### src/include/dcache_params.svh
`ifndef DCACHE_PARAMS_SVH
`define DCACHE_PARAMS_SVH

// cache geometry
`define DCACHE_WAYS 4

// sets, selected by address bits 9:6
`define DCACHE_SETS 16

// tag is address bits 31:10
`define DCACHE_TAG_W 22

// one data RAM row holds a quarter line
`define DCACHE_ROW_W 128

// 32-bit beats per 64-byte line
`define DCACHE_BURST_BEATS 16

// backing memory depth in 32-bit words
`define MEM_WORDS 4096

// each memory word starts as its word address xor this
`define MEM_PRESET_XOR 32'h3c5a_96e1

`endif

### src/logic/dcache_pkg.sv
`include "dcache_params.svh"

package dcache_pkg;

	typedef struct packed {
		logic [`DCACHE_TAG_W-1:0]          tag;
		logic [$clog2(`DCACHE_SETS)-1:0]   index;
		logic [1:0]                        row;
		logic                              dword;
		logic [2:0]                        boff;
	} dcache_addr_t;

	typedef struct packed {
		logic         valid;
		logic         wren;
		dcache_addr_t addr;
		logic [63:0]  wdata;
		logic [63:0]  mask;
	} dcache_req_t;

	typedef struct packed {
		logic        valid;
		logic [31:0] addr;
	} mem_ar_t;

	typedef struct packed {
		logic        valid;
		logic [31:0] data;
		logic        last;
	} mem_r_t;

	typedef struct packed {
		logic        en;
		logic [31:0] addr;
		logic [63:0] data;
		logic [63:0] mask;
	} mem_wr_t;

	// one refill beat headed for a data RAM
	typedef struct packed {
		logic                     en;
		logic [`DCACHE_WAYS-1:0]  way;
		logic [5:0]               row;
		logic [1:0]               lane;
		logic [31:0]              data;
	} dcache_fill_t;

	typedef struct packed {
		logic                     valid;
		logic [`DCACHE_WAYS-1:0]  way;
		logic                     dword;
		logic                     is_write;
	} dcache_serve_t;

	// beats on refill, doublewords on read-out
	typedef union packed {
		logic [`DCACHE_ROW_W/32-1:0][31:0] beat;
		logic [`DCACHE_ROW_W/64-1:0][63:0] dword;
	} dcache_row_t;

endpackage

### src/logic/dcache_tag_array.sv
`timescale 1ns/1ps
`include "dcache_params.svh"

module dcache_tag_array (
	input  logic                       clk,
	input  logic                       rst,
	input  dcache_pkg::dcache_addr_t   lookup,
	input  dcache_pkg::dcache_fill_t   fill,
	input  dcache_pkg::dcache_addr_t   inval,
	input  logic                       inval_en,
	output logic [`DCACHE_WAYS-1:0]    hit
);

	localparam int SET_W = $clog2(`DCACHE_SETS);

	logic [`DCACHE_TAG_W-1:0] tags [`DCACHE_WAYS][`DCACHE_SETS];
	logic [`DCACHE_SETS-1:0]  valid_q [`DCACHE_WAYS];
	logic                     fill_last;
	logic [SET_W-1:0]         fill_set;

	// beat 15 lands in the top row, top lane
	assign fill_last = fill.en && (&fill.row[1:0]) && (&fill.lane);
	assign fill_set  = fill.row[5:2];

	// tag comes from the request held during the refill
	always_ff @(posedge clk) begin
		for (int w = 0; w < `DCACHE_WAYS; w++) begin
			if (fill_last && fill.way[w]) begin
				tags[w][fill_set] <= lookup.tag;
			end
		end
	end

	always_ff @(posedge clk) begin
		if (rst) begin
			for (int w = 0; w < `DCACHE_WAYS; w++) begin
				valid_q[w] <= '0;
			end
		end else begin
			for (int w = 0; w < `DCACHE_WAYS; w++) begin
				if (fill_last && fill.way[w]) begin
					valid_q[w][fill_set] <= 1'b1;
				end
				// drop any way holding the written line
				if (inval_en && tags[w][inval.index] == inval.tag) begin
					valid_q[w][inval.index] <= 1'b0;
				end
			end
		end
	end

	always_comb begin
		for (int w = 0; w < `DCACHE_WAYS; w++) begin
			hit[w] = valid_q[w][lookup.index] && (tags[w][lookup.index] == lookup.tag);
		end
	end

	a_hit_onehot: assert property (@(posedge clk) disable iff (rst)
		$onehot0(hit));

	// the held request hits the freshly filled way on re-lookup
	a_refill_hits: assert property (@(posedge clk) disable iff (rst)
		fill_last |=> hit == $past(fill.way));

endmodule

### config.mk
export PLATFORM = sky130hd
export DESIGN_NAME = dcache_tag_array
export DESIGN_NICKNAME = d
export VERILOG_FILES = /design/src/logic/dcache_pkg.sv /design/src/logic/dcache_tag_array.sv
export VERILOG_INCLUDE_DIRS = /design/src /design/src/include
export SDC_FILE = /design/constraint.sdc
export NUM_CORES = 2
export LEC_CHECK = 0
export BUFFER_PORTS_ARGS = -buffer_cell sky130_fd_sc_hd__buf_4
export CAP_MARGIN = 10
export CORE_ASPECT_RATIO = 1.1
export CORE_MARGIN = 2
export CORE_UTILIZATION = 55
export CTS_BUF_LIST = sky130_fd_sc_hd__clkbuf_8
export CTS_CLUSTER_DIAMETER = 40
export CTS_CLUSTER_SIZE = 8
export DETAILED_ROUTE_END_ITERATION = 10
export PLACE_DENSITY = 0.71
export REMOVE_ABC_BUFFERS = 1
export SYNTH_ARGS = -nofsm -noshare
export SYNTH_HDL_FRONTEND = slang
export SYNTH_SLANG_ARGS = --single-unit
### constraint.sdc
create_clock -name clk -period 6.3 [get_ports clk]
set_input_delay 0.63 -clock clk [delete_from_list [all_inputs] [get_ports clk]]
set_output_delay 0.63 -clock clk [all_outputs]
set_load 0.01 [all_outputs]
==> results.md <==
- Mapped cell area: 0.07305 mm2
- GPL Wtd Cong: 0.9929
- Dpl ws: 1.333 ns
- CTS tree: done
- YS warnings: 0
- Crit path time final: 5.051 ns
- Synth area leaders: edfxtp_1 (61%), mux4_2 (20%), mux2i_1 (4.6%), xnor2_1 (1.4%), mux2_2 (0.89%)
- Final setup margin: 1.249 ns
- CTS Hold Bufs: 1
- # fillers: 9665
- Flops & latches, synth: ~1500
- WL/cell: about 40 um
- Cell Pwr Density: 252.7 mW/mm2
- Status: finished, final reports clean
- Cell taking the most area after synthesis: edfxtp_1
- Final std cells w/o fill: roughly 6100
- Util after Layout: 0.6039
- Placed cells: 5809
- Top-count cell post-synth: edfxtp_1
- Multi-input gate area: 0.02748 mm2
- Global-route wire length before repair: 335.2 mm
- Total Routing Usage GR: 0.3584
- Share of layout cells above drive strength 1: 0.3046
- Maximum VDD drop: 256.5 uV
- RSZ-0062 raised after global routing: false
- Die area: 0.1358 mm2
- Number of port buffers: 71
- Max_cap viols: 0
- Post-synth EDFFs: roughly 1500
- Fin. max-slew vios: 0
- Post-synthesis sequential area ratio: 0.6051
- Routed Antenna Nets: 0
- Initial antenna violation count: 15
- Initial DRC count: 8172
- Core Rows: 140
- Die X: 351.5 um
- Clock Tree Buf Depth: 3
- Root Driver: clkbuf_8
- Num ports: 116
- Top_reg_cell synth: edfxtp_1
- Clk Latency, worst-skew pair: 1.00 ns
- Congestion Overflow GR: 0
- Setup Buffers After CTS: 0
- Final setup fails: 0
- Crit share post-route: 0.8018
- Worst-path fanout max: 2
- Crit path arrival time: 4.42 ns
- Synth top area share: 0.6051
- DR vias: 46200
- Starting Density: 0.5531
- TNS Setup: 0 ns
- Type of origin of the critical path: flop
- Cells after Synth: 4150
- Final hold slack: 0.07052 ns
- Drt total wl: about 240 mm
- Worst-Margin Slew: 1.465 ns
- Worst setup path class: flop to output pin
- Post-CTS sizing: 0
- Sequential Area: approximately 0.044 mm2
- Syn avg cell area: 17.60 um2
- Worst Hold Class: input pin to flop
- Via density: 7.566
- Top post-synthesis cells by count: edfxtp_1 (1472), mux4_2 (663), mux2i_1 (333)
- Clock Skew: 0.05248 ns
- Ys async rst share: 0
- CORE AREA: 0.1321 mm2
- Yosys cell types: 87
- Final Net Count: roughly 4400
- Relative slew slack: 0.02162
- Total CTS buffers: 218
- Post-DP HPWL: 148.6 mm
- Largest net degree at the start of global routing: 82
- TritonRoute pass-1 iters: 8
- Vias in the first global route: 45050
- Area growth, synth to finish: 9.177%
- Worst endpoint required time: 5.67 ns
- Achievable Freq: 198.0 MHz
- Die Ht: 386.2 um
- Remaining DRCs: 0
- Critical path endpoint category: output pin
- H-tree Lvls: 4
- Fin. Hold Viols: 0
- Leak Pwr: 25.32 nW
- CTS sink cnt: 1472
- Clk slew on worst S/H paths: 0.07 ns
## logic make-up (layout without fill, tap and decap cells)
family / after synthesis / after routing / synth area share
buffers and inverters: 373 / 547 / 0.02595
and+or+nand+nor: 580 / 580 / 0.03920
other: 0 / 7 / 0
DFF: 1472 / 1472 / 0.6051
AOI/OAI and AO/OA: 538 / 538 / 0.05484
muxes: 1055 / 1055 / 0.2591
xor gates and xnor gates: 132 / 132 / 0.01583
## state kept, by name, summed over array words and instances (netlist names)
register  cells
valid_q      64
tags       1408
## per-stage QoR
stage / power (mW) / cell area (um2)
after floorplan: 12.01 / 71260
after global placement: 13.11 / 76100
after detailed placement: 13.13 / 76100
after CTS: 20.12 / 79740
after global routing: 20.59 / 79740
final: 20.16 / 79760
## final timing paths
check	from	end	slack, ns	cells past startpoint
setup / recovery	tags[2][54]	hit[2]	1.25	8
hold / removal	lookup[15]	tags[0][269]	0.07	1
setup reg to reg	tags[3][108]	valid_q[3][11]	2.53	8
hold reg to reg	tags[2][260]	valid_q[2][12]	1.23	7
## cell type report
type                    count  share of cell area
diodes                      7           0.0002196
clock buffers             220             0.03796
clock inverters            69            0.007499
inverters                  28            0.001381
multi-input cells        2305              0.3446
flip-flops and latches   1472              0.5542
well taps                1775             0.02785
repair buffers            230             0.02632
## metal layers
| layer | global-route usage | vias up | wire (um) |
|---|---|---|---|
| met4 | 0.2044 | 14 | 15770 |
| met2 | 0.5444 | 3769 | 111200 |
| li1 | - | 17740 | - |
| met3 | 0.09283 | 782 | 31260 |
| met5 | 0 | - | 88 |
| met1 | 0.4740 | 23890 | 83470 |
## layout by cell type (no fill, tap or decap), types with 8 or more instances in the layout
master     netlist  final
inv_1           20     43
or3_1           29     29
nor4_1          26     26
o32ai_1         11     11
o22ai_1         55     55
xor2_1          19     19
a221oi_1        17     17
nand2b_1        11     11
nor2_1         171    105
a22oi_1         83     83
edfxtp_1      1472   1472
xnor2_1        113    113
a211o_1         50     50
clkinv_1         4     17
buf_12           1     26
a21oi_1         59     59
nor4_2          11     11
o21ai_0         53     53
mux4_2         663    663
a31oi_1         20     20
mux2i_1        333    333
clkbuf_8         0    220
a2111oi_0       53     53
nor3_1          60     60
nor2_4           0     65
nor2b_1         22     18
nand2_1        144    140
nand3_1         36     36
a211oi_1        23     23
o2111ai_1        8      8
o221ai_1        10     10
nand4_1         23     23
buf_4           27    197
and3_1          18     18
mux2_2          58     58
## power breakdown
group | switching, mW | total (mW) | internal, mW | leakage (nW)
clock | 3.70 | 7.17 | 3.46 | 1.93
sequential | 0.0121 | 10.8 | 10.8 | 13.3
combinational | 1.36 | 2.17 | 0.811 | 10.1
total | 5.08 | 20.2 | 15.1 | 25.3
## critical path, cell delays in order, from the launching register on
cell,delay (ns)
edfxtp_1,0.39
mux4_2,0.50
mux4_2,0.48
xnor2_1,0.54
nand4_1,0.26
a2111oi_0,0.45
nand3_1,0.15
nor3_1,0.45
buf_4,0.21
No activity file was read; power rests on OpenSTA's default activity.
