===== src/include/dcache_params.svh =====
`ifndef DCACHE_PARAMS_SVH
`define DCACHE_PARAMS_SVH

// cache geometry
`define DCACHE_WAYS 4

// sets, selected by address bits 9:6
`define DCACHE_SETS 16

// tag is address bits 31:10
`define DCACHE_TAG_W 22

// one data RAM row holds a quarter line
`define DCACHE_ROW_W 128

// 32-bit beats per 64-byte line
`define DCACHE_BURST_BEATS 16

// backing memory depth in 32-bit words
`define MEM_WORDS 4096

// each memory word starts as its word address xor this
`define MEM_PRESET_XOR 32'h3c5a_96e1

`endif


===== src/logic/dcache_pkg.sv =====
`include "dcache_params.svh"

package dcache_pkg;

	typedef struct packed {
		logic [`DCACHE_TAG_W-1:0]          tag;
		logic [$clog2(`DCACHE_SETS)-1:0]   index;
		logic [1:0]                        row;
		logic                              dword;
		logic [2:0]                        boff;
	} dcache_addr_t;

	typedef struct packed {
		logic         valid;
		logic         wren;
		dcache_addr_t addr;
		logic [63:0]  wdata;
		logic [63:0]  mask;
	} dcache_req_t;

	typedef struct packed {
		logic        valid;
		logic [31:0] addr;
	} mem_ar_t;

	typedef struct packed {
		logic        valid;
		logic [31:0] data;
		logic        last;
	} mem_r_t;

	typedef struct packed {
		logic        en;
		logic [31:0] addr;
		logic [63:0] data;
		logic [63:0] mask;
	} mem_wr_t;

	// one refill beat headed for a data RAM
	typedef struct packed {
		logic                     en;
		logic [`DCACHE_WAYS-1:0]  way;
		logic [5:0]               row;
		logic [1:0]               lane;
		logic [31:0]              data;
	} dcache_fill_t;

	typedef struct packed {
		logic                     valid;
		logic [`DCACHE_WAYS-1:0]  way;
		logic                     dword;
		logic                     is_write;
	} dcache_serve_t;

	// beats on refill, doublewords on read-out
	typedef union packed {
		logic [`DCACHE_ROW_W/32-1:0][31:0] beat;
		logic [`DCACHE_ROW_W/64-1:0][63:0] dword;
	} dcache_row_t;

endpackage


===== src/logic/dcache_response.sv =====
`timescale 1ns/1ps
`include "dcache_params.svh"

module dcache_response (
	input  logic                        clk,
	input  logic                        rst,
	input  dcache_pkg::dcache_serve_t   serve,
	input  dcache_pkg::dcache_row_t     dout0,
	input  dcache_pkg::dcache_row_t     dout1,
	input  dcache_pkg::dcache_row_t     dout2,
	input  dcache_pkg::dcache_row_t     dout3,
	output logic                        ready,
	output logic [63:0]                 rdata
);

	logic [`DCACHE_WAYS-1:0]  way_q;
	logic                     dword_q;
	logic                     is_write_q;
	dcache_pkg::dcache_row_t  row_sel;

	always_ff @(posedge clk) begin
		if (rst) begin
			ready <= 1'b0;
		end else begin
			ready <= serve.valid;
		end
	end

	always_ff @(posedge clk) begin
		way_q      <= serve.way;
		dword_q    <= serve.dword;
		is_write_q <= serve.is_write;
	end

	// RAM output is valid in the ready cycle
	always_comb begin
		case (way_q)
			4'b0001: row_sel = dout0;
			4'b0010: row_sel = dout1;
			4'b0100: row_sel = dout2;
			4'b1000: row_sel = dout3;
			default: row_sel = '0;
		endcase
	end

	assign rdata = is_write_q ? 64'b0 : row_sel.dword[dword_q];

	a_ready_pulse: assert property (@(posedge clk) disable iff (rst)
		ready |=> !ready);

	// a read answer always names exactly one way
	a_read_way: assert property (@(posedge clk) disable iff (rst)
		ready && !is_write_q |-> $onehot(way_q));

endmodule


===== config.mk =====
export PLATFORM = sky130hd
export DESIGN_NAME = dcache_response
export DESIGN_NICKNAME = d
export VERILOG_FILES = /design/src/logic/dcache_pkg.sv /design/src/logic/dcache_response.sv
export VERILOG_INCLUDE_DIRS = /design/src /design/src/include
export SDC_FILE = /design/constraint.sdc
export NUM_CORES = 1
export LEC_CHECK = 0
export BUFFER_PORTS_ARGS = -buffer_cell sky130_fd_sc_hd__buf_2
export CORE_AREA = 4 4 227 229
export DETAILED_ROUTE_END_ITERATION = 16
export DIE_AREA = 0 0 231 233
export GPL_ROUTABILITY_DRIVEN = 1
export PLACE_DENSITY_LB_ADDON = 0.3
export SLEW_MARGIN = 0
export SYNTH_ARGS = -nofsm -noshare
export SYNTH_HDL_FRONTEND = slang
export SYNTH_SLANG_ARGS = --single-unit

===== constraint.sdc =====
create_clock -name clk -period 4.8 [get_ports clk]
set_input_delay 0.48 -clock clk [delete_from_list [all_inputs] [get_ports clk]]
set_output_delay 0.48 -clock clk [all_outputs]
set_load 0.02 [all_outputs]

==> results of run 1 <==
[cell usage after synthesis, drive strengths merged]
| cell | instances | area share |
|---|---|---|
| a22oi | 192 | 0.36 |
| o21ai | 65 | 0.081 |
| a221oi | 64 | 0.14 |
| and3 | 64 | 0.10 |
| o211ai | 64 | 0.12 |
| buf | 63 | 0.096 |
| clkbuf | 29 | 0.027 |
| dfxtp | 7 | 0.035 |
| nor2b | 7 | 0.011 |
| nor4b | 4 | 0.016 |
| or2 | 3 | 0.0047 |
| inv | 2 | 0.0019 |
| a21oi | 1 | 0.0040 |
| o311ai | 1 | 0.0065 |
[critical path, delay by kind of cell (launching register included)]
family / cells / cell delay, ps
buf+inv: 2 / 530
compound gates: 2 / 580
flops: 1 / 730
simple gates: 2 / 1170
[per-layer routing]
layer | vias up | GRT usage | part of all wire
met2 | 568 | 0.238 | 0.48
li1 | 3498 | - | -
met1 | 3646 | 0.168 | 0.40
met3 | 56 | 0.0263 | 0.092
met4 | 10 | 0.0374 | 0.023
met5 | - | 0 | 0.0017
[logic make-up after synthesis]
| logic type | Yosys count | synth area share |
|---|---|---|
| AO/OA/AOI/OAI | 387 | 0.709 |
| AND/OR/NAND/NOR | 78 | 0.131 |
| flip-flops | 7 | 0.0349 |
| buffers and inverters | 94 | 0.125 |
[registers in the layout, indices dropped and copies added, names as in the netlist]
signal and cells:
dword_q 1, is_write_q 1, ready 1, way_q 4
[power groups by stage]
stage / combinational (uW) / clock (uW) / sequential [uW]
final: 580 / 148 / 74.3
after global routing: 629 / 163 / 75.6
after CTS: 583 / 158 / 74.9
after detailed placement: 581 / 0 / 76.1
after global placement: 583 / 0 / 75.8
after floorplan: 239 / 0 / 65.0
[metrics by stage]
stage | setup WS, ps | cell area, um2 | std cells
floorplan | 2740 | 4020 | 566
global placement | 1250 | 7590 | 1752
detailed placement | 1280 | 7590 | 1752
CTS | 1030 | 7670 | 1756
global route | 874 | 7670 | 1757
finish | 1070 | 7680 | 1761
[cells in the final DEF (no fill, tap or decap), types with 4 or more instances in the layout]
cell type  netlist  layout
o211ai_1        64      64
a221oi_1        64      64
buf_2           42     585
a22oi_1        192     192
diode_2          0       5
buf_4           14      14
o21ai_0         65      65
nor2b_4          0       4
and3_1          64      64
dfxtp_1          7       6
buf_12           0       7
[worst max-delay path by stage]
stage	end	slack (ps)
3_3_place_gp	rdata[38]	1250
4_1_cts	rdata[38]	1030
2_1_floorplan	rdata[10]	2740
6_report	rdata[38]	1070
3_5_place_dp	rdata[38]	1280
5_1_grt	rdata[38]	870
[final cells by class]
cell class	instances	area, um2	share of cell area
clock buffers	4	78.8	0.0103
inverters	2	7.51	0.000978
flip-flops and latches	7	144	0.0187
multi-input cells	465	3420	0.446
well taps	672	841	0.109
diodes	5	12.5	0.00163
repair buffers	606	3170	0.413
==> results.sh, run 1 <==
export IMPL_status="finished clean"
export IMPL_hpwl_um=31100
export IMPL_grt_total_usage=0.135
export IMPL_finalCritPeriodShare=0.777
export IMPL_ir_worst_vdd_v=0.0000935
export IMPL_cts_buffers=3
export IMPL_crit_chain="nor2b_4, buf_12, a22oi_1, o211ai_1, and3_1, buf_2"
export IMPL_core_mm2=0.0497
export IMPL_clk_pin_slew_ps=40
export IMPL_critPathKind="flip-flop to primary output"
export IMPL_netlist_area_mm2=0.00402
export IMPL_min_from="serve[1]"
export IMPL_maxSlewViolCount=0
export IMPL_ys_ff_latch=7
export IMPL_num_fill_cells=5818
export IMPL_cp_data_arrival_time_ps=3250
export IMPL_hold_viol_final=0
export IMPL_p_sw_uw=360
export IMPL_yosys_warnings=0
export IMPL_dr_pass1_iters=5
export IMPL_rsz0062_at_grt="false"
export IMPL_timing_critical_path_from="way_q[3]$_DFF_P_"
export IMPL_leakagePower_uw=0.00360
export IMPL_nets=1606
export IMPL_fin_tns_setup_ps=0
export IMPL_ys_types=20
export IMPL_clock_path_buffers=2
export IMPL_crit_path_top_delay_cell="nor2b_4"
export IMPL_cp_end_kind="primary output"
export IMPL_syn_area_per_cell_um2=7.10
export IMPL_htree_levels=1
export IMPL_die_x_um=231
export IMPL_max_clock_freq_ghz=0.268
export IMPL_pwr_share_clk=0.184
export IMPL_period_minus_slack_ps=3730
export IMPL_hold_depth=1
export IMPL_vias=7778
export IMPL_std_cell_rows=82
export IMPL_p_seq_frac=0.093
export IMPL_postSynthCellCount=566
export IMPL_startpoint_type="flip-flop"
export IMPL_worstPathMaxFanout=39
export IMPL_gp_congestion=0.822
export IMPL_hp_class="primary input to flip-flop"
export IMPL_cts_resized=0
export IMPL_syn2layout_area_growth_pct=91.1
export IMPL_pin_count=586
export IMPL_grt_pass1_wl_um=53900
export IMPL_powerDensity_mw_per_mm2=104
export IMPL_max_stage_delay_ps=910
export IMPL_utilization=0.155
export IMPL_seq_area_frac_synth=0.0349
export IMPL_p_int_uw=442
export IMPL_grt_max_degree=75
export IMPL_root_buffer="clkbuf_16"
export IMPL_tritoncts="yes"
export IMPL_viasPerCell=4.42
export IMPL_drive_gt1_frac=0.575
export IMPL_drt_wl_total_um=40400
export IMPL_power_uw=802
export IMPL_wl_per_cell_um=22.9
export IMPL_cp_required_ps=4320
export IMPL_drcViolationCount=0
export IMPL_cts_num_sinks=7
export IMPL_antenna_found_initial=10
export IMPL_syn_num_nets=1087
export IMPL_cts_setup_buffers=0
export IMPL_cts_hold_buf=0
export IMPL_whs_ps=344
export IMPL_maxCapViolations=0
export IMPL_die_area_mm2=0.0538
export IMPL_p_sw_frac=0.449
export IMPL_port_buffers=585
export IMPL_min_to="dword_q$_DFF_P_"
export IMPL_ant_nets=0
export IMPL_relSlewSlack=0.322
export IMPL_die_y_um=233
export IMPL_combPwrFrac=0.723
export IMPL_finalSetupViolCount=0
export IMPL_grt_overflow=0
export IMPL_start_util=0.0809
export IMPL_grt_pass1_vias=7924
export IMPL_drtIter0Drc=605
export IMPL_worst_slew_pin_slew_ps=1020
(Power assumes the default switching activity.)
==> inputs of run 2 (changes only) <==
CORE_AREA = 4 4 228 230   (was 4 4 227 229)
DIE_AREA = 0 0 232 234   (was 0 0 231 233)
clock period = 3 ns   (was 4.8 ns; I/O delays follow)
==> run 2 against run 1 <==
- critical path depth rose by 1
- critical endpoint is now rdata[58]
- combinational power is 64% higher
- highest routed layer unchanged
- first-iteration DRC count is 20% lower
- worst setup slack got worse by 950 ps
- sequential power grew 67%
- core utilization increased by 0.31 points
==> results.sh, run 2 (synthesized netlist as in run 1, its figures left out) <==
export IMPL_status="finished clean"
export IMPL_nets=1621
export IMPL_crit_chain="nor2b_4, buf_4, buf_4, a22oi_1, o21ai_1, and3_1, buf_2"
export IMPL_cts_hold_buf=0
export IMPL_root_buffer="clkbuf_16"
export IMPL_layout_commonest_cell="buf_2"
export IMPL_p_int_uw=732
export IMPL_clk_pin_slew_ps=40
export IMPL_cts_buffers=3
export IMPL_tritoncts="yes"
export IMPL_clock_path_buffers=2
export IMPL_dp_cells=1767
export IMPL_drcViolationCount=0
export IMPL_grt_max_degree=60
export IMPL_finalCritPeriodShare=0.960
export IMPL_drtIter0Drc=481
export IMPL_crit_top_cell="buf_4"
export IMPL_syn2layout_area_growth_pct=95.8
export IMPL_period_minus_slack_ps=2880
export IMPL_antenna_found_initial=7
export IMPL_std_cell_rows=82
export IMPL_fin_tns_setup_ps=0
export IMPL_viasPerCell=4.44
export IMPL_maxSlewViolCount=0
export IMPL_core_mm2=0.0499
export IMPL_relSlewSlack=0.492
export IMPL_pwr_share_clk=0.176
export IMPL_maxCapViolations=0
export IMPL_grt_pass1_wl_um=53200
export IMPL_ant_nets=0
export IMPL_largest_reg_flops=4
export IMPL_critPathKind="flip-flop to primary output"
export IMPL_num_fill_cells=5835
export IMPL_die_area_mm2=0.0543
export IMPL_worstPathMaxFanout=16
export IMPL_finalSetupViolCount=0
export IMPL_dr_pass1_iters=5
export IMPL_p_seq_frac=0.095
export IMPL_cp_end_kind="primary output"
export IMPL_port_buffers=585
export IMPL_hp_class="primary input to flip-flop"
export IMPL_timing_critical_path_from="way_q[0]$_DFF_P_"
export IMPL_cts_resized=1
export IMPL_grt_pass1_vias=7865
export IMPL_startpoint_type="flip-flop"
export IMPL_vias=7879
export IMPL_cts_num_sinks=7
export IMPL_crit_family="buffers and inverters"
export IMPL_ir_worst_vdd_v=0.000154
export IMPL_rsz0062_at_grt="false"
export IMPL_die_x_um=232
export IMPL_gp_congestion=0.993
export IMPL_combPwrFrac=0.729
export IMPL_worst_slew_pin_slew_ps=762
export IMPL_start_util=0.0806
export IMPL_cts_setup_buffers=0
export IMPL_mostFrequentLayoutCells="buf_2 (585), a22oi_1 (191)"
export IMPL_max_clock_freq_ghz=0.347
export IMPL_grt_overflow=0
export IMPL_min_from="serve[3]"
export IMPL_grt_total_usage=0.132
export IMPL_final_cells=1774
export IMPL_crit_path_top_delay_cell="dfxtp_1"
export IMPL_hold_viol_final=0
export IMPL_leakagePower_uw=0.00370
export IMPL_drive_gt1_frac=0.581
export IMPL_p_sw_frac=0.440
export IMPL_drt_wl_total_um=39900
export IMPL_crit_buf_inv=3
export IMPL_powerDensity_mw_per_mm2=166
export IMPL_regMostFlops="way_q"
export IMPL_cp_required_ps=2700
export IMPL_wl_per_cell_um=22.5
export IMPL_max_stage_delay_ps=630
export IMPL_p_sw_uw=576
export IMPL_htree_levels=1
export IMPL_pin_count=586
export IMPL_die_y_um=234
export IMPL_hpwl_um=32200
export IMPL_cp_data_arrival_time_ps=2580
==> run 2: cell count changes in the layout (fill, tap and decap cells not counted) <==
cell and delta:
diode_2 -2, buf_12 +6, a22oi_2 +1, o21ai_1 +1, a22oi_1 -1, o21ai_0 -1
buf_4 +9
==> run 2: layer usage <==
| layer | global-route usage | part of all wire | wire, um |
|---|---|---|---|
| met1 | 0.162 | 0.39 | 15500 |
| met2 | 0.236 | 0.49 | 19700 |
| met3 | 0.0251 | 0.088 | 3510 |
| met4 | 0.0375 | 0.028 | 1110 |
| met5 | 0 | 0.0015 | 60 |
==> run 2: final timing paths <==
| kind | depth (start not counted) | to |
|---|---|---|
| worst min-delay path | 1 | way_q[1]$_DFF_P_ |
| worst max-delay path | 7 | rdata[58] |
==> run 2: power by group through the flow <==
stage	Combinational (uW)	Sequential, uW	Clock [uW]
final	953	124	230
after global routing	1030	127	250
after CTS	954	125	243
after detailed placement	948	126	0
after global placement	954	126	0
after floorplan	382	104	0
==> run 2: layout make-up <==
| class | instances | area (um2) | area share |
|---|---|---|---|
| antenna | 3 | 7.51 | 0.000954 |
| clock buffer | 4 | 78.8 | 0.0100 |
| inverter | 2 | 7.51 | 0.000954 |
| multi-input combinational | 465 | 3430 | 0.436 |
| sequential | 7 | 144 | 0.0183 |
| tap | 672 | 841 | 0.107 |
| timing repair buffer | 621 | 3360 | 0.427 |
==> run 2: metrics by stage <==
stage / utilization / hold WS (ps) / cell area, um2 / total power [uW] / setup WS [ps]
floorplan: - / 328 / 4020 / 486 / 1120
global placement: 0.156 / 406 / 7780 / 1080 / 185
detailed placement: 0.156 / 405 / 7780 / 1070 / 190
CTS: 0.158 / 161 / 7860 / 1320 / 43.3
global route: 0.158 / 163 / 7860 / 1400 / 38.4
finish: 0.158 / 168 / 7870 / 1310 / 121
==> inputs of run 3 (changes only) <==
BUFFER_PORTS_ARGS = not set   (was -buffer_cell sky130_fd_sc_hd__buf_2)
CORE_AREA = 4 4 223 225   (was 4 4 228 230)
DIE_AREA = 0 0 227 229   (was 0 0 232 234)
DONT_BUFFER_PORTS = 1   (was not set)
==> run 3 against run 2 <==
- flip-flop and latch count did not move
- count of clock-buffer cells in the layout did not move
- core utilization fell by 5.4 points
- cell count fell by 36%
- power fell by 30%
- hold slack got worse by 77 ps
- critical endpoint is now rdata[2]
- largest cell class unchanged
- largest power group unchanged
==> results.sh, run 3 (synthesized netlist as in run 1, its figures left out) <==
export IMPL_status="finished clean"
export IMPL_p_seq_frac=0.136
export IMPL_hpwl_um=27400
export IMPL_hold_viol_final=0
export IMPL_ant_nets=0
export IMPL_max_clock_freq_ghz=0.352
export IMPL_combPwrFrac=0.613
export IMPL_grt_overflow=0
export IMPL_critPathKind="flip-flop to primary output"
export IMPL_p_int_uw=481
export IMPL_cts_hold_buf=0
export IMPL_cts_num_sinks=7
export IMPL_min_from="serve[0]"
export IMPL_largest_reg_flops=4
export IMPL_wl_per_cell_um=30.2
export IMPL_tritoncts="yes"
export IMPL_die_x_um=227
export IMPL_drive_gt1_frac=0.116
export IMPL_drtIter0Drc=641
export IMPL_vias=5895
export IMPL_grt_pass1_vias=5505
export IMPL_die_area_mm2=0.0520
export IMPL_rsz0062_at_grt="false"
export IMPL_drt_wl_total_um=34500
export IMPL_hold_depth=0
export IMPL_fin_tns_setup_ps=0
export IMPL_cp_required_ps=2700
export IMPL_mostFrequentLayoutCells="a22oi_1 (192), o21ai_0 (65), o211ai_1 (64), a221oi_1 (64), and3_1 (64)"
export IMPL_gp_congestion=0.892
export IMPL_relSlewSlack=0.526
export IMPL_htree_levels=1
export IMPL_cts_resized=0
export IMPL_leakagePower_uw=0.00133
export IMPL_syn2layout_area_growth_pct=22.2
export IMPL_dr_pass1_iters=6
export IMPL_grt_total_usage=0.115
export IMPL_drcViolationCount=0
export IMPL_core_mm2=0.0475
export IMPL_clock_path_buffers=2
export IMPL_grt_max_degree=65
export IMPL_powerDensity_mw_per_mm2=186
export IMPL_pwr_share_clk=0.251
export IMPL_ir_worst_vdd_v=0.000217
export IMPL_p_sw_frac=0.475
export IMPL_port_buffers=0
export IMPL_pin_count=586
export IMPL_regMostFlops="way_q"
export IMPL_finalSetupViolCount=0
export IMPL_worstPathMaxFanout=58
export IMPL_maxSlewViolCount=0
export IMPL_std_cell_rows=80
export IMPL_worst_slew_pin_slew_ps=711
export IMPL_min_to="is_write_q$_DFF_P_"
export IMPL_die_y_um=229
export IMPL_root_buffer="clkbuf_16"
export IMPL_viasPerCell=5.16
export IMPL_whs_ps=91.4
export IMPL_cp_end_kind="primary output"
export IMPL_layout_commonest_cell="a22oi_1"
export IMPL_cp_data_arrival_time_ps=2540
export IMPL_clk_pin_slew_ps=40
export IMPL_grt_pass1_wl_um=43000
export IMPL_cts_setup_buffers=0
export IMPL_nets=1041
export IMPL_num_fill_cells=5510
export IMPL_finalCritPeriodShare=0.948
export IMPL_cts_buffers=3
export IMPL_hp_class="primary input to flip-flop"
export IMPL_period_minus_slack_ps=2840
export IMPL_startpoint_type="flip-flop"
export IMPL_start_util=0.0845
export IMPL_maxCapViolations=0
export IMPL_p_sw_uw=435
export IMPL_antenna_found_initial=10
==> run 3: worst max-delay path by stage <==
stage	start	end	slack, ps
after floorplan	way_q[0]$_DFF_P_	rdata[10]	1120
after global placement	way_q[0]$_DFF_P_	rdata[6]	400
after detailed placement	way_q[0]$_DFF_P_	rdata[6]	340
after CTS	way_q[0]$_DFF_P_	rdata[6]	90
after global routing	way_q[3]$_DFF_P_	rdata[39]	70
final	way_q[3]$_DFF_P_	rdata[2]	160
==> run 3: area by class of cell <==
type	count	area, um2	share of cell area
clock buffers	4	78.8	0.0160
inverters	2	7.51	0.00153
multi-input cells	465	3430	0.699
flip-flops and latches	7	144	0.0293
well taps	615	769	0.157
repair buffers	41	458	0.0932
diodes	8	20.0	0.00408
==> run 3: per-layer routing <==
layer,vias up,GRT usage,wire [um]
li1,2365,-,-
met1,2861,0.144,13500
met3,72,0.0274,3560
met2,591,0.191,15900
met4,6,0.0460,1540
met5,-,0,41
==> run 3: critical path, stage by stage (launching register included) <==
cell	delay [ps]
dfxtp_1	760
nor4b_4	160
buf_12	220
a221oi_1	580
o21ai_0	160
and3_1	210
buf_4	160
==> run 3: per-stage QoR <==
stage	cells	setup WS [ps]	total power (uW)	instance area [um2]	utilization
after floorplan	566	1120	486	4020	-
after global placement	1128	396	673	4790	0.101
after detailed placement	1128	337	684	4790	0.101
after CTS	1132	94.8	924	4860	0.102
after global routing	1139	66.7	972	4900	0.103
final	1142	155	916	4910	0.103
==> run 3: power groups by stage <==
stage	clock network (uW)	logic (uW)	registers [uW]
2_1_floorplan	0	382	104
3_3_place_gp	0	548	126
3_5_place_dp	0	558	126
4_1_cts	239	560	125
5_1_grt	243	602	127
6_report	230	561	125
